`src/include/control_config.svh`:
```
`ifndef CONTROL_CONFIG_SVH
`define CONTROL_CONFIG_SVH

`define XLEN 32

// RV32 major opcodes
`define OP_R      7'b0110011
`define OP_I      7'b0010011
`define OP_LOAD   7'b0000011
`define OP_JALR   7'b1100111
`define OP_STORE  7'b0100011
`define OP_BRANCH 7'b1100011
`define OP_AUIPC  7'b0010111
`define OP_LUI    7'b0110111
`define OP_JAL    7'b1101111
`define OP_SYSTEM 7'b1110011

// Integer and M-extension func3
`define F3_ADD  3'b000
`define F3_SLL  3'b001
`define F3_SLT  3'b010
`define F3_SLTU 3'b011
`define F3_XOR  3'b100
`define F3_SR   3'b101
`define F3_OR   3'b110
`define F3_AND  3'b111

`define F3_LB  3'b000
`define F3_LH  3'b001
`define F3_LW  3'b010
`define F3_LBU 3'b100
`define F3_LHU 3'b101

`define F3_SB 3'b000
`define F3_SH 3'b001
`define F3_SW 3'b010

`define F3_BEQ  3'b000
`define F3_BNE  3'b001
`define F3_BLT  3'b100
`define F3_BGE  3'b101
`define F3_BLTU 3'b110
`define F3_BGEU 3'b111

`define F3_PRIV   3'b000 // MRET and WFI live here
`define F3_CSRRW  3'b001
`define F3_CSRRS  3'b010
`define F3_CSRRC  3'b011
`define F3_CSRRWI 3'b101
`define F3_CSRRSI 3'b110
`define F3_CSRRCI 3'b111

`define ALU_ADD    5'd0
`define ALU_SUB    5'd1
`define ALU_SLL    5'd2
`define ALU_SLT    5'd3
`define ALU_SLTU   5'd4
`define ALU_XOR    5'd5
`define ALU_SRL    5'd6
`define ALU_SRA    5'd7
`define ALU_OR     5'd8
`define ALU_AND    5'd9
`define ALU_MUL    5'd10
`define ALU_MULH   5'd11
`define ALU_MULHSU 5'd12
`define ALU_MULHU  5'd13
`define ALU_BEQ    5'd14
`define ALU_BNE    5'd15
`define ALU_BLT    5'd16
`define ALU_BGE    5'd17
`define ALU_BLTU   5'd18
`define ALU_BGEU   5'd19
`define ALU_JAL    5'd20

`define STRB_BYTE  4'b0001
`define STRB_HWORD 4'b0011
`define STRB_WORD  4'b1111

`define F12_MRET 12'h302
`define F12_WFI  12'h105

`endif

```
`src/control_pkg.sv`:
```
`default_nettype none

`include "control_config.svh"

package control_pkg;

    // Register-type view of the word
    typedef struct packed {
        logic [6:0] func7;
        logic [4:0] rs2;
        logic [4:0] rs1;
        logic [2:0] func3;
        logic [4:0] rd;
        logic [6:0] opcode;
    } rView_s;

    // SYSTEM view where the upper bits form one code
    typedef struct packed {
        logic [11:0] funct12;
        logic [4:0]  rs1;
        logic [2:0]  func3;
        logic [4:0]  rd;
        logic [6:0]  opcode;
    } sysView_s;

    typedef union packed {
        rView_s   r;
        sysView_s sys;
    } instrWord_u;

    typedef enum logic [3:0] {
        CLASS_R, CLASS_I, CLASS_LOAD, CLASS_JALR, CLASS_STORE, CLASS_BRANCH,
        CLASS_AUIPC, CLASS_LUI, CLASS_JAL, CLASS_SYSTEM, CLASS_ILLEGAL
    } instrClass_e;

    typedef enum logic [4:0] {
        ALU_ADD = `ALU_ADD, ALU_SUB = `ALU_SUB, ALU_SLL = `ALU_SLL,
        ALU_SLT = `ALU_SLT, ALU_SLTU = `ALU_SLTU, ALU_XOR = `ALU_XOR,
        ALU_SRL = `ALU_SRL, ALU_SRA = `ALU_SRA, ALU_OR = `ALU_OR,
        ALU_AND = `ALU_AND, ALU_MUL = `ALU_MUL, ALU_MULH = `ALU_MULH,
        ALU_MULHSU = `ALU_MULHSU, ALU_MULHU = `ALU_MULHU, ALU_BEQ = `ALU_BEQ,
        ALU_BNE = `ALU_BNE, ALU_BLT = `ALU_BLT, ALU_BGE = `ALU_BGE,
        ALU_BLTU = `ALU_BLTU, ALU_BGEU = `ALU_BGEU, ALU_JAL = `ALU_JAL
    } aluOp_e;

    typedef enum logic [2:0] {
        IMM_NONE, IMM_I, IMM_ISHIFT, IMM_S, IMM_B, IMM_U, IMM_J, IMM_CSR
    } immOp_e;

    typedef enum logic [2:0] {
        RD_ALU, RD_PC4, RD_PCIMM, RD_IMM, RD_CSR // RD_ALU also covers MEM
    } rdSrc_e;

    typedef enum logic [2:0] {LD_WORD, LD_BYTE, LD_HALF, LD_HALFU, LD_BYTEU} loadCon_e;

    typedef enum logic [1:0] {ST_BYTE, ST_HALF, ST_WORD} storeCon_e;

    typedef enum logic [1:0] {CSR_DATA, CSR_OR, CSR_ANDN} csrAluOp_e;

    typedef struct packed {
        aluOp_e aluOp;
        logic   aluSrc;  // 1 selects immediate
        immOp_e immOp;
    } exCtrl_s;

    typedef struct packed {
        logic [3:0] webN;  // Active-low byte write enables
        logic       memRead;
        loadCon_e   loadCon;
        storeCon_e  storeCon;
    } memCtrl_s;

    typedef struct packed {
        logic   regWrite;
        logic   memtoReg;  // 0 picks memory data
        rdSrc_e rdSrc;
    } wbCtrl_s;

    typedef struct packed {
        logic jump;
        logic branch;
        logic pcSel;  // 1 is rs1 + imm
    } flowCtrl_s;

    typedef struct packed {
        logic      wfi;
        logic      csrReturn;
        logic      csrWrite;
        logic      csrAluSrc;  // 1 uses zimm
        csrAluOp_e csrAluOp;
    } csrCtrl_s;

endpackage

`default_nettype wire

```
`src/mainDecoder.sv`:
```
`timescale 1ns/1ps
`default_nettype none

`include "control_config.svh"

module mainDecoder (
    input  var logic [6:0]               opcode,
    input  var logic                     csrAccess,
    output control_pkg::instrClass_e     instrClass,
    output control_pkg::wbCtrl_s         wbCtrl,
    output control_pkg::flowCtrl_s       flowCtrl
);
    import control_pkg::*;

    always_comb begin
        case (opcode)
            `OP_R:      instrClass = CLASS_R;
            `OP_I:      instrClass = CLASS_I;
            `OP_LOAD:   instrClass = CLASS_LOAD;
            `OP_JALR:   instrClass = CLASS_JALR;
            `OP_STORE:  instrClass = CLASS_STORE;
            `OP_BRANCH: instrClass = CLASS_BRANCH;
            `OP_AUIPC:  instrClass = CLASS_AUIPC;
            `OP_LUI:    instrClass = CLASS_LUI;
            `OP_JAL:    instrClass = CLASS_JAL;
            `OP_SYSTEM: instrClass = CLASS_SYSTEM;
            default:    instrClass = CLASS_ILLEGAL;
        endcase
    end

    always_comb begin
        flowCtrl.jump = 1'b0;
        flowCtrl.branch = 1'b0;
        flowCtrl.pcSel = 1'b0;
        wbCtrl.regWrite = 1'b0;
        wbCtrl.memtoReg = 1'b1;
        wbCtrl.rdSrc = RD_ALU;
        case (instrClass)
            CLASS_R, CLASS_I: begin
                wbCtrl.regWrite = 1'b1;
            end
            CLASS_LOAD: begin
                wbCtrl.regWrite = 1'b1;
                wbCtrl.memtoReg = 1'b0;
            end
            CLASS_JALR: begin  // rd = pc + 4, pc = rs1 + imm
                flowCtrl.jump = 1'b1;
                flowCtrl.pcSel = 1'b1;
                wbCtrl.regWrite = 1'b1;
                wbCtrl.rdSrc = RD_PC4;
            end
            CLASS_STORE: begin
                wbCtrl.memtoReg = 1'b0;
            end
            CLASS_BRANCH: begin
                flowCtrl.branch = 1'b1;
            end
            CLASS_AUIPC: begin
                wbCtrl.regWrite = 1'b1;
                wbCtrl.rdSrc = RD_PCIMM;
            end
            CLASS_LUI: begin
                wbCtrl.regWrite = 1'b1;
                wbCtrl.rdSrc = RD_IMM;
            end
            CLASS_JAL: begin
                flowCtrl.jump = 1'b1;
                wbCtrl.regWrite = 1'b1;
                wbCtrl.rdSrc = RD_PC4;
            end
            CLASS_SYSTEM: begin
                // Only CSR accesses return a value to rd
                wbCtrl.regWrite = csrAccess;
                wbCtrl.rdSrc = csrAccess ? RD_CSR : RD_ALU;
            end
            default: begin
            end
        endcase
    end

endmodule

`default_nettype wire

```
`src/executeDecoder.sv`:
```
`timescale 1ns/1ps
`default_nettype none

`include "control_config.svh"

module executeDecoder (
    input  var control_pkg::instrClass_e instrClass,
    input  var logic [2:0]               func3,
    input  var logic [6:0]               func7,
    input  var logic                     csrImmForm,
    output control_pkg::exCtrl_s         exCtrl
);
    import control_pkg::*;

    // OP and OP-IMM share this but only OP has multiplies and SUB
    function automatic aluOp_e arithOp(
        input logic [2:0] f3,
        input logic [6:0] f7,
        input logic       isReg
    );
        logic mulSel;
        logic subSel;
        mulSel = isReg & f7[0];
        subSel = isReg & f7[5];
        arithOp = ALU_ADD;
        case (f3)
            `F3_ADD:  arithOp = subSel ? ALU_SUB : (mulSel ? ALU_MUL : ALU_ADD);
            `F3_SLL:  arithOp = mulSel ? ALU_MULH : ALU_SLL;
            `F3_SLT:  arithOp = mulSel ? ALU_MULHSU : ALU_SLT;
            `F3_SLTU: arithOp = mulSel ? ALU_MULHU : ALU_SLTU;
            `F3_XOR:  arithOp = ALU_XOR;
            `F3_SR:   arithOp = f7[5] ? ALU_SRA : ALU_SRL;  // SRAI shares the bit
            `F3_OR:   arithOp = ALU_OR;
            `F3_AND:  arithOp = ALU_AND;
        endcase
        return arithOp;
    endfunction

    always_comb begin
        exCtrl.aluOp = ALU_ADD;
        exCtrl.aluSrc = 1'b0;
        exCtrl.immOp = IMM_NONE;
        case (instrClass)
            CLASS_R: begin
                exCtrl.aluOp = arithOp(func3, func7, 1'b1);
            end
            CLASS_I: begin
                exCtrl.aluOp = arithOp(func3, func7, 1'b0);
                exCtrl.aluSrc = 1'b1;
                exCtrl.immOp = (func3 == `F3_SLL || func3 == `F3_SR) ? IMM_ISHIFT : IMM_I;
            end
            CLASS_LOAD, CLASS_JALR: begin  // Address is rs1 + imm
                exCtrl.aluSrc = 1'b1;
                exCtrl.immOp = IMM_I;
            end
            CLASS_STORE: begin
                exCtrl.aluSrc = 1'b1;
                exCtrl.immOp = IMM_S;
            end
            CLASS_BRANCH: begin
                exCtrl.immOp = IMM_B;
                case (func3)
                    `F3_BEQ:  exCtrl.aluOp = ALU_BEQ;
                    `F3_BNE:  exCtrl.aluOp = ALU_BNE;
                    `F3_BLT:  exCtrl.aluOp = ALU_BLT;
                    `F3_BGE:  exCtrl.aluOp = ALU_BGE;
                    `F3_BLTU: exCtrl.aluOp = ALU_BLTU;
                    `F3_BGEU: exCtrl.aluOp = ALU_BGEU;
                    default:  exCtrl.aluOp = ALU_ADD;
                endcase
            end
            CLASS_AUIPC, CLASS_LUI: begin
                exCtrl.aluSrc = 1'b1;
                exCtrl.immOp = IMM_U;
            end
            CLASS_JAL: begin
                exCtrl.aluOp = ALU_JAL;
                exCtrl.aluSrc = 1'b1;
                exCtrl.immOp = IMM_J;
            end
            CLASS_SYSTEM: begin
                exCtrl.immOp = csrImmForm ? IMM_CSR : IMM_NONE;
            end
            default: begin
            end
        endcase
    end

endmodule

`default_nettype wire

```
`src/memAccessDecoder.sv`:
```
`timescale 1ns/1ps
`default_nettype none

`include "control_config.svh"

module memAccessDecoder (
    input  var control_pkg::instrClass_e instrClass,
    input  var logic [2:0]               func3,
    output control_pkg::memCtrl_s        memCtrl
);
    import control_pkg::*;

    always_comb begin
        memCtrl.webN = 4'b1111;
        memCtrl.memRead = 1'b0;
        memCtrl.loadCon = LD_WORD;
        memCtrl.storeCon = ST_BYTE;
        case (instrClass)
            CLASS_LOAD: begin
                memCtrl.memRead = 1'b1;
                case (func3)  // Sign or zero extension
                    `F3_LB:  memCtrl.loadCon = LD_BYTE;
                    `F3_LH:  memCtrl.loadCon = LD_HALF;
                    `F3_LW:  memCtrl.loadCon = LD_WORD;
                    `F3_LHU: memCtrl.loadCon = LD_HALFU;
                    `F3_LBU: memCtrl.loadCon = LD_BYTEU;
                    default: memCtrl.loadCon = LD_WORD;
                endcase
            end
            CLASS_STORE: begin
                case (func3)
                    `F3_SH: begin
                        memCtrl.storeCon = ST_HALF;
                        memCtrl.webN = ~`STRB_HWORD;
                    end
                    `F3_SW: begin
                        memCtrl.storeCon = ST_WORD;
                        memCtrl.webN = ~`STRB_WORD;
                    end
                    default: begin  // SB and undefined widths
                        memCtrl.storeCon = ST_BYTE;
                        memCtrl.webN = ~`STRB_BYTE;
                    end
                endcase
            end
            default: begin
            end
        endcase
    end

endmodule

`default_nettype wire

```
`src/systemDecoder.sv`:
```
`timescale 1ns/1ps
`default_nettype none

`include "control_config.svh"

module systemDecoder (
    input  var control_pkg::instrClass_e instrClass,
    input  var logic [2:0]               func3,
    input  var logic [11:0]              funct12,
    output logic                         csrAccess,
    output control_pkg::csrCtrl_s        csrCtrl
);
    import control_pkg::*;

    always_comb begin
        csrAccess = 1'b0;
        csrCtrl.wfi = 1'b0;
        csrCtrl.csrReturn = 1'b0;
        csrCtrl.csrWrite = 1'b0;
        csrCtrl.csrAluSrc = 1'b0;
        csrCtrl.csrAluOp = CSR_DATA;
        if (instrClass == CLASS_SYSTEM) begin
            case (func3)
                `F3_PRIV: begin
                    csrCtrl.csrReturn = (funct12 == `F12_MRET);
                    csrCtrl.wfi = (funct12 == `F12_WFI);
                end
                `F3_CSRRW, `F3_CSRRS, `F3_CSRRC,
                `F3_CSRRWI, `F3_CSRRSI, `F3_CSRRCI: begin
                    csrAccess = 1'b1;
                    csrCtrl.csrWrite = 1'b1;
                    csrCtrl.csrAluSrc = func3[2];  // Immediate forms
                    case (func3[1:0])
                        2'd2:    csrCtrl.csrAluOp = CSR_OR;    // Set bits
                        2'd3:    csrCtrl.csrAluOp = CSR_ANDN;  // Clear bits
                        default: csrCtrl.csrAluOp = CSR_DATA;
                    endcase
                end
                default: begin
                end
            endcase
        end
    end

endmodule

`default_nettype wire

```
`src/control.sv`:
```
`timescale 1ns/1ps
`default_nettype none

module control (
    input  var control_pkg::instrWord_u instr,
    output control_pkg::exCtrl_s        exCtrl,
    output control_pkg::memCtrl_s       memCtrl,
    output control_pkg::wbCtrl_s        wbCtrl,
    output control_pkg::flowCtrl_s      flowCtrl,
    output control_pkg::csrCtrl_s       csrCtrl
);
    import control_pkg::*;

    instrClass_e instrClass;
    logic        csrAccess;

    mainDecoder uMainDecoder (
        .opcode    (instr.r.opcode),
        .csrAccess (csrAccess),
        .instrClass(instrClass),
        .wbCtrl    (wbCtrl),
        .flowCtrl  (flowCtrl)
    );

    executeDecoder uExecuteDecoder (
        .instrClass(instrClass),
        .func3     (instr.r.func3),
        .func7     (instr.r.func7),
        .csrImmForm(csrCtrl.csrAluSrc),  // CSRRxI takes zimm
        .exCtrl    (exCtrl)
    );

    memAccessDecoder uMemAccessDecoder (
        .instrClass(instrClass),
        .func3     (instr.r.func3),
        .memCtrl   (memCtrl)
    );

    systemDecoder uSystemDecoder (
        .instrClass(instrClass),
        .func3     (instr.r.func3),
        .funct12   (instr.sys.funct12),
        .csrAccess (csrAccess),
        .csrCtrl   (csrCtrl)
    );

endmodule

`default_nettype wire

```
`config.mk`:
```
export PLATFORM = sky130hd
export DESIGN_NAME = control
export DESIGN_NICKNAME = d
export VERILOG_FILES = /design/src/control_pkg.sv /design/src/mainDecoder.sv /design/src/executeDecoder.sv /design/src/memAccessDecoder.sv /design/src/systemDecoder.sv /design/src/control.sv
export VERILOG_INCLUDE_DIRS = /design/src /design/src/include
export SDC_FILE = /design/constraint.sdc
export NUM_CORES = 1
export LEC_CHECK = 0
export BUFFER_PORTS_ARGS = -buffer_cell sky130_fd_sc_hd__buf_2
export CAP_MARGIN = 20
export CORE_ASPECT_RATIO = 1.2
export CORE_MARGIN = 10
export CORE_UTILIZATION = 48
export DETAILED_ROUTE_END_ITERATION = 8
export PLACE_DENSITY = 0.91
export SETUP_SLACK_MARGIN = 0.4
export SLEW_MARGIN = 20
export SYNTH_ARGS = -nofsm -noshare
export SYNTH_HDL_FRONTEND = slang
export SYNTH_HIERARCHICAL = 1
export SYNTH_SLANG_ARGS = --single-unit
export TNS_END_PERCENT = 50
```
`constraint.sdc`:
```
create_clock -name vclk -period 7.6
set_input_delay 1.52 -clock vclk [all_inputs]
set_output_delay 1.52 -clock vclk [all_outputs]
set_load 0.1 [all_outputs]
```
==> results of run 1 <==
-- path summary, 6_finish.rpt --
path	from	endpoint	slack (ps)	depth (start not counted)
hold / removal	instr[22]	csrCtrl[5]	3550	4
setup / recovery	instr[0]	exCtrl[0]	1790	12
-- final cells by class --
| class | instances | area [µm²] |
|---|---|---|
| fillers | 179 | 711.9 |
| inverters | 6 | 23.77 |
| multi-input cells | 126 | 815.8 |
| well taps | 19 | 23.77 |
| repair buffers | 55 | 275.3 |
-- placed cells by master (no fill, tap or decap), types with 2 or more instances in the layout --
master,n
sky130_fd_sc_hd__or4b_1,2
sky130_fd_sc_hd__a21oi_1,7
sky130_fd_sc_hd__or4_1,2
sky130_fd_sc_hd__nor2_1,19
sky130_fd_sc_hd__o31ai_1,2
sky130_fd_sc_hd__inv_1,5
sky130_fd_sc_hd__nor3_1,5
sky130_fd_sc_hd__nor4_1,2
sky130_fd_sc_hd__and3_1,3
sky130_fd_sc_hd__xor2_1,2
sky130_fd_sc_hd__and2_1,2
sky130_fd_sc_hd__buf_2,55
sky130_fd_sc_hd__nand2_1,13
sky130_fd_sc_hd__or2_1,2
sky130_fd_sc_hd__nand2b_1,4
sky130_fd_sc_hd__o21ai_0,8
sky130_fd_sc_hd__and3_2,2
sky130_fd_sc_hd__nand4bb_1,3
sky130_fd_sc_hd__nor4b_1,4
sky130_fd_sc_hd__nand3_1,6
sky130_fd_sc_hd__o22ai_1,4
sky130_fd_sc_hd__nor2b_1,2
sky130_fd_sc_hd__xnor2_1,3
-- worst max-delay path, delay by kind of cell --
kind,cells,cell delay (ps)
AO/OA/AOI/OAI,3,450
buffers and inverters,2,540
AND/OR/NAND/NOR,7,1770
-- report_power, final --
part	total, mW	switching [mW]	leakage, nW	internal (mW)
logic	0.0492	0.0343	0.568	0.0149
registers	0	0	0	0
clock network	0	0	0	0
total	0.0492	0.0343	0.568	0.0149
-- synth_stat cells, types with 4 or more instances --
library cell and count:
sky130_fd_sc_hd__a21oi_1 7, sky130_fd_sc_hd__nand3_1 6, sky130_fd_sc_hd__nor3_1 5, sky130_fd_sc_hd__nand2_1 13
sky130_fd_sc_hd__o22ai_1 4, sky130_fd_sc_hd__nand2b_1 4, sky130_fd_sc_hd__nor4b_1 5, sky130_fd_sc_hd__nor2_1 19
sky130_fd_sc_hd__buf_2 7, sky130_fd_sc_hd__o21ai_0 8, sky130_fd_sc_hd__buf_6 5, sky130_fd_sc_hd__inv_1 5
-- per-layer routing --
layer | part of all wire, % | wire, µm | track usage [%]
met3 | 7.2 | 223 | 2.778
met5 | 0 | 0 | 0
met4 | 1.5 | 48 | 3.652
met2 | 53 | 1642 | 25.77
met1 | 38 | 1183 | 15.06
-- kinds of logic after synthesis --
family                 Yosys count
AO/OA/AOI/OAI                   35
multiplexers                     1
XOR/XNOR                         5
buffers and inverters           20
AND/OR/NAND/NOR                 85
==> parameters.txt, run 1 <==
Parameter                              Value

Worst setup path
  Cells traversed along the worst timing path    buf_2 -> nand2_1 -> or2_1 -> nor2_1 -> and4bb_1 -> o21a_2 -> and2_1 -> nand2_1 -> o22ai_1 -> nand2_1 -> o21ai_1 -> buf_2
  Crit path DAT    4290 ps
  Standard cell with the maximum stage delay on the critical path    sky130_fd_sc_hd__nor2_1
  Startpoint type of the worst setup path    input pin
  Crit path kind    input pin to primary output
  Endpoint required time on the critical path    6080 ps
  Worst-path fanout max    13
  Cell occurring most often along the worst timing path    sky130_fd_sc_hd__nand2_1
  Element type at the critical path end    primary output
  Delay of the slowest cell on the worst path    640 ps

Placement
  Total of buffers placed on input and output ports    55
  DP Wirelength    2506 µm
  Total placed instance area    1139 µm²
  Pre-CTS WS    1804 ps
  Number of cells after detailed placement    206
  Routability-driven placement congestion ratio    0.8666

Job
  # Max-Cap Violations    0

Clock tree
  Number of buffers inserted to repair setup after CTS    0
  Hold buffer count at CTS    0
  CTS resizes    0

Final layout
  Synthesis-to-layout area growth    21.17%
  Inserted Diodes    0
  Clock buffer cells    0
  Count of placed standard cells in the final layout, fillers left out    206
  Net count reported at finish    221
  Fraction of final layout cells with drive strength greater than 1    36.90%
  Combined flip-flop and latch cell area    0 µm²
  Core Util, Final    61.53%
  FFs & Latches    0
  Final cell area excluding filler cells    1139 µm²

Pwr
  Power Dens Cells    43.23 nW/µm²
  Pleak    0.5675 nW
  Total power draw    0.04923 mW
  Worst ir drop on vdd    23.19 µV

Synth
  Portion of synthesized cell area occupied by the leading cell type    7.590%
  Synth Area in Simple Gates    54.99%
  Gate count after technology mapping    146
  Fraction of synthesized area in multiplexers    1.065%
  Ranking of synthesized cells by area    sky130_fd_sc_hd__nor2_1 (7.6%), sky130_fd_sc_hd__buf_6 (6.0%), sky130_fd_sc_hd__nand2_1 (5.2%)
  Sequential area share after synthesis    0%
  Summed instance area of the synthesized netlist    939.7 µm²
  Largest family of logic cells by synthesized area    simple AND/OR/NAND/NOR gates
  Post-synthesis compound-gate area fraction    25.43%
  Top cell type by total area after synthesis    sky130_fd_sc_hd__nor2_1
  Net count after synthesis    178
  Area share of xor/xnor cells in the synthesized design    4.660%
  Number of library cell types mapped by synthesis    54
  Per-instance average area after synthesis    6.436 µm²
  Adder-cell share of the synthesized area    0%
  Yosys warning count    6

Die
  Die Area    4135 µm²
  Number of primary I/O pins    65
  Number of standard-cell rows in the floorplan    17
  Die W    60.39 µm
  Placeable core region    1851 µm²
  Starting density of the core    50.78%
  Vertical die dimension    68.47 µm

Routing
  DRC viols    0
  DRT Pass-1 Iters    4
  Final routed wirelength across all metal layers    3098 µm
  Vias after detailed routing    1240
  Antenna violation net count after detailed routing    0
  Mean routed wirelength per cell    15.04 µm
  Number of violations reported at the end of detailed-routing iteration 0    39
  Number of vias per cell    6.019

STA
  Slack of the critical path    1788 ps
  Hold Fails Final Rpt    0
  Share of the clock period used by the worst path    76.48%
  Final Max Slew Viols    0
  Setup TNS after final layout    0 ps
  Unrepaired setup endpoints after global routing    false
  Hold WS    3546 ps
  Headroom to the max-slew limit    43.69%
  Pin slew with the least headroom to its limit    841.5 ps
  Fmax achieved    172.0 MHz
  Period minus WS final    5812 ps
  Finish-stage setup viols    0

Global route
  Maximum number of pins on one net before global-route repair    25
  Aggregate global-route resource usage    13.75%
  Antenna violations before repair    0
  Wire length of the first global-routing pass    4899 µm
  Remaining global-route overflow    0
  Number of global-route vias before repair    1151

Min path
  Min-Delay Path Class    input pin to primary output

Status
  Run status    completed
Note: power is estimated with default switching activity, not from simulation.
==> run 2, diff against run 1 <==
Settings changed: CORE_UTILIZATION 48 to 44, PLACE_DENSITY 0.91 to 0.85.
Clock period 7.6 ns to 5.9 ns, I/O delays scaled along.
==> parameters.txt, run 2 (same netlist as run 1, synthesis figures left out) <==
Parameter                              Value

Status
  Run status    completed

Worst setup path
  Startpoint type of the worst setup path    input pin
  Endpoint required time on the critical path    4720 ps
  Worst-path fanout max    13
  Element type at the critical path end    primary output
  Crit path kind    input pin to primary output
  Crit path DAT    3930 ps

Pwr
  Total power draw    0.06294 mW
  Power Dens Cells    53.80 nW/µm²
  Pleak    0.5763 nW
  Worst ir drop on vdd    31.24 µV

Final layout
  Most common cell after layout, fill and taps aside    sky130_fd_sc_hd__buf_2
  Clock buffer cells    0
  Count of placed standard cells in the final layout, fillers left out    218
  Combined flip-flop and latch cell area    0 µm²
  Synthesis-to-layout area growth    24.50%
  FFs & Latches    0
  Net count reported at finish    222
  Most used cells in the layout excluding fill and tap cells    sky130_fd_sc_hd__buf_2 (55), sky130_fd_sc_hd__nor2_1 (19), sky130_fd_sc_hd__nand2_1 (13)
  Inserted Diodes    0
  Fraction of final layout cells with drive strength greater than 1    38.30%

Clock tree
  CTS resizes    0
  Hold buffer count at CTS    0
  Number of buffers inserted to repair setup after CTS    0

Routing
  Vias after detailed routing    1202
  DRT Pass-1 Iters    4
  DRC viols    0
  Antenna violation net count after detailed routing    0
  Number of vias per cell    5.514
  Final routed wirelength across all metal layers    2892 µm
  Number of violations reported at the end of detailed-routing iteration 0    29
  Mean routed wirelength per cell    13.27 µm

STA
  Final Max Slew Viols    0
  Hold Fails Final Rpt    0
  Fmax achieved    195.8 MHz
  Finish-stage setup viols    0
  Pin slew with the least headroom to its limit    794.7 ps
  Share of the clock period used by the worst path    86.56%
  Setup TNS after final layout    0 ps
  Unrepaired setup endpoints after global routing    false
  Period minus WS final    5107 ps
  Headroom to the max-slew limit    46.83%

Placement
  Total of buffers placed on input and output ports    55
  DP Wirelength    2289 µm
  Routability-driven placement congestion ratio    0.8398
  Number of cells after detailed placement    218

Die
  Vertical die dimension    70.62 µm
  Starting density of the core    45.85%
  Die Area    4392 µm²
  Number of standard-cell rows in the floorplan    18
  Placeable core region    2049 µm²
  Die W    62.19 µm
  Number of primary I/O pins    65

Min path
  Worst min-delay path endpoint    csrCtrl[4]
  Min-Delay Path Class    input pin to primary output
  Hold path depth    4
  Origin of the worst min-delay path    instr[29]

Global route
  Maximum number of pins on one net before global-route repair    25
  Antenna violations before repair    0
  Aggregate global-route resource usage    11.73%
  Wire length of the first global-routing pass    4843 µm
  Remaining global-route overflow    0
  Number of global-route vias before repair    1079

Job
  # Max-Cap Violations    0
run 2: changes by cell type in the layout (fill, tap and decap cells not counted):
cell                      previous run  this run
sky130_fd_sc_hd__buf_4               0         1
sky130_fd_sc_hd__nor4b_1             4         3
sky130_fd_sc_hd__nor4b_2             1         2
sky130_fd_sc_hd__o21ai_0             8         7
sky130_fd_sc_hd__o21ai_2             1         2
run 2: power breakdown:
group | switching (mW) | total (mW) | internal, mW
sequential | 0 | 0 | 0
combinational | 0.0435 | 0.0629 | 0.0195
clock | 0 | 0 | 0
run 2: worst max-delay path by stage:
| stage | depth (start not counted) | startpoint | to |
|---|---|---|---|
| after global routing | 12 | instr[1] | exCtrl[0] |
| final | 10 | instr[1] | wbCtrl[4] |
| after floorplan | 7 | instr[2] | memCtrl[0] |
| after detailed placement | 12 | instr[1] | exCtrl[0] |
| after global placement | 10 | instr[1] | wbCtrl[4] |
| after CTS | 12 | instr[1] | exCtrl[0] |
run 2: metrics by stage:
step	area [µm²]	util [%]	hold WS, ps	worst slack (ps)
global route	1170	57.08	2888	542.2
floorplan	955.9	-	2551	-22.03
global placement	1170	57.08	2865	809.3
detailed placement	1170	57.08	2865	792.1
finish	1170	57.08	2868	792.7
CTS	1170	57.08	2867	783.7
run 2: critical path: stages:
cell	delay, ps
sky130_fd_sc_hd__buf_2	90
sky130_fd_sc_hd__nand2_1	130
sky130_fd_sc_hd__or2_1	300
sky130_fd_sc_hd__nor2_1	640
sky130_fd_sc_hd__and4bb_1	380
sky130_fd_sc_hd__o21a_2	190
sky130_fd_sc_hd__and3_1	160
sky130_fd_sc_hd__nand3_1	110
sky130_fd_sc_hd__a311oi_2	280
sky130_fd_sc_hd__buf_2	470
run 2: cell type report:
cell class	count	area [µm²]
Timing Repair Buffer	56	282.8
Multi-Input combinational cell	126	825.8
Fill cell	230	879.6
Inverter	6	23.77
Tap cell	30	37.54
run 2: per-layer routing:
layer / vias up / track usage [%] / wire [µm]
met5: - / 0 / 0
met4: 0 / 0 / 0
met3: 0 / 2.362 / 182
met2: 38 / 20.89 / 1440
met1: 542 / 14.86 / 1269
li1: 622 / - / -
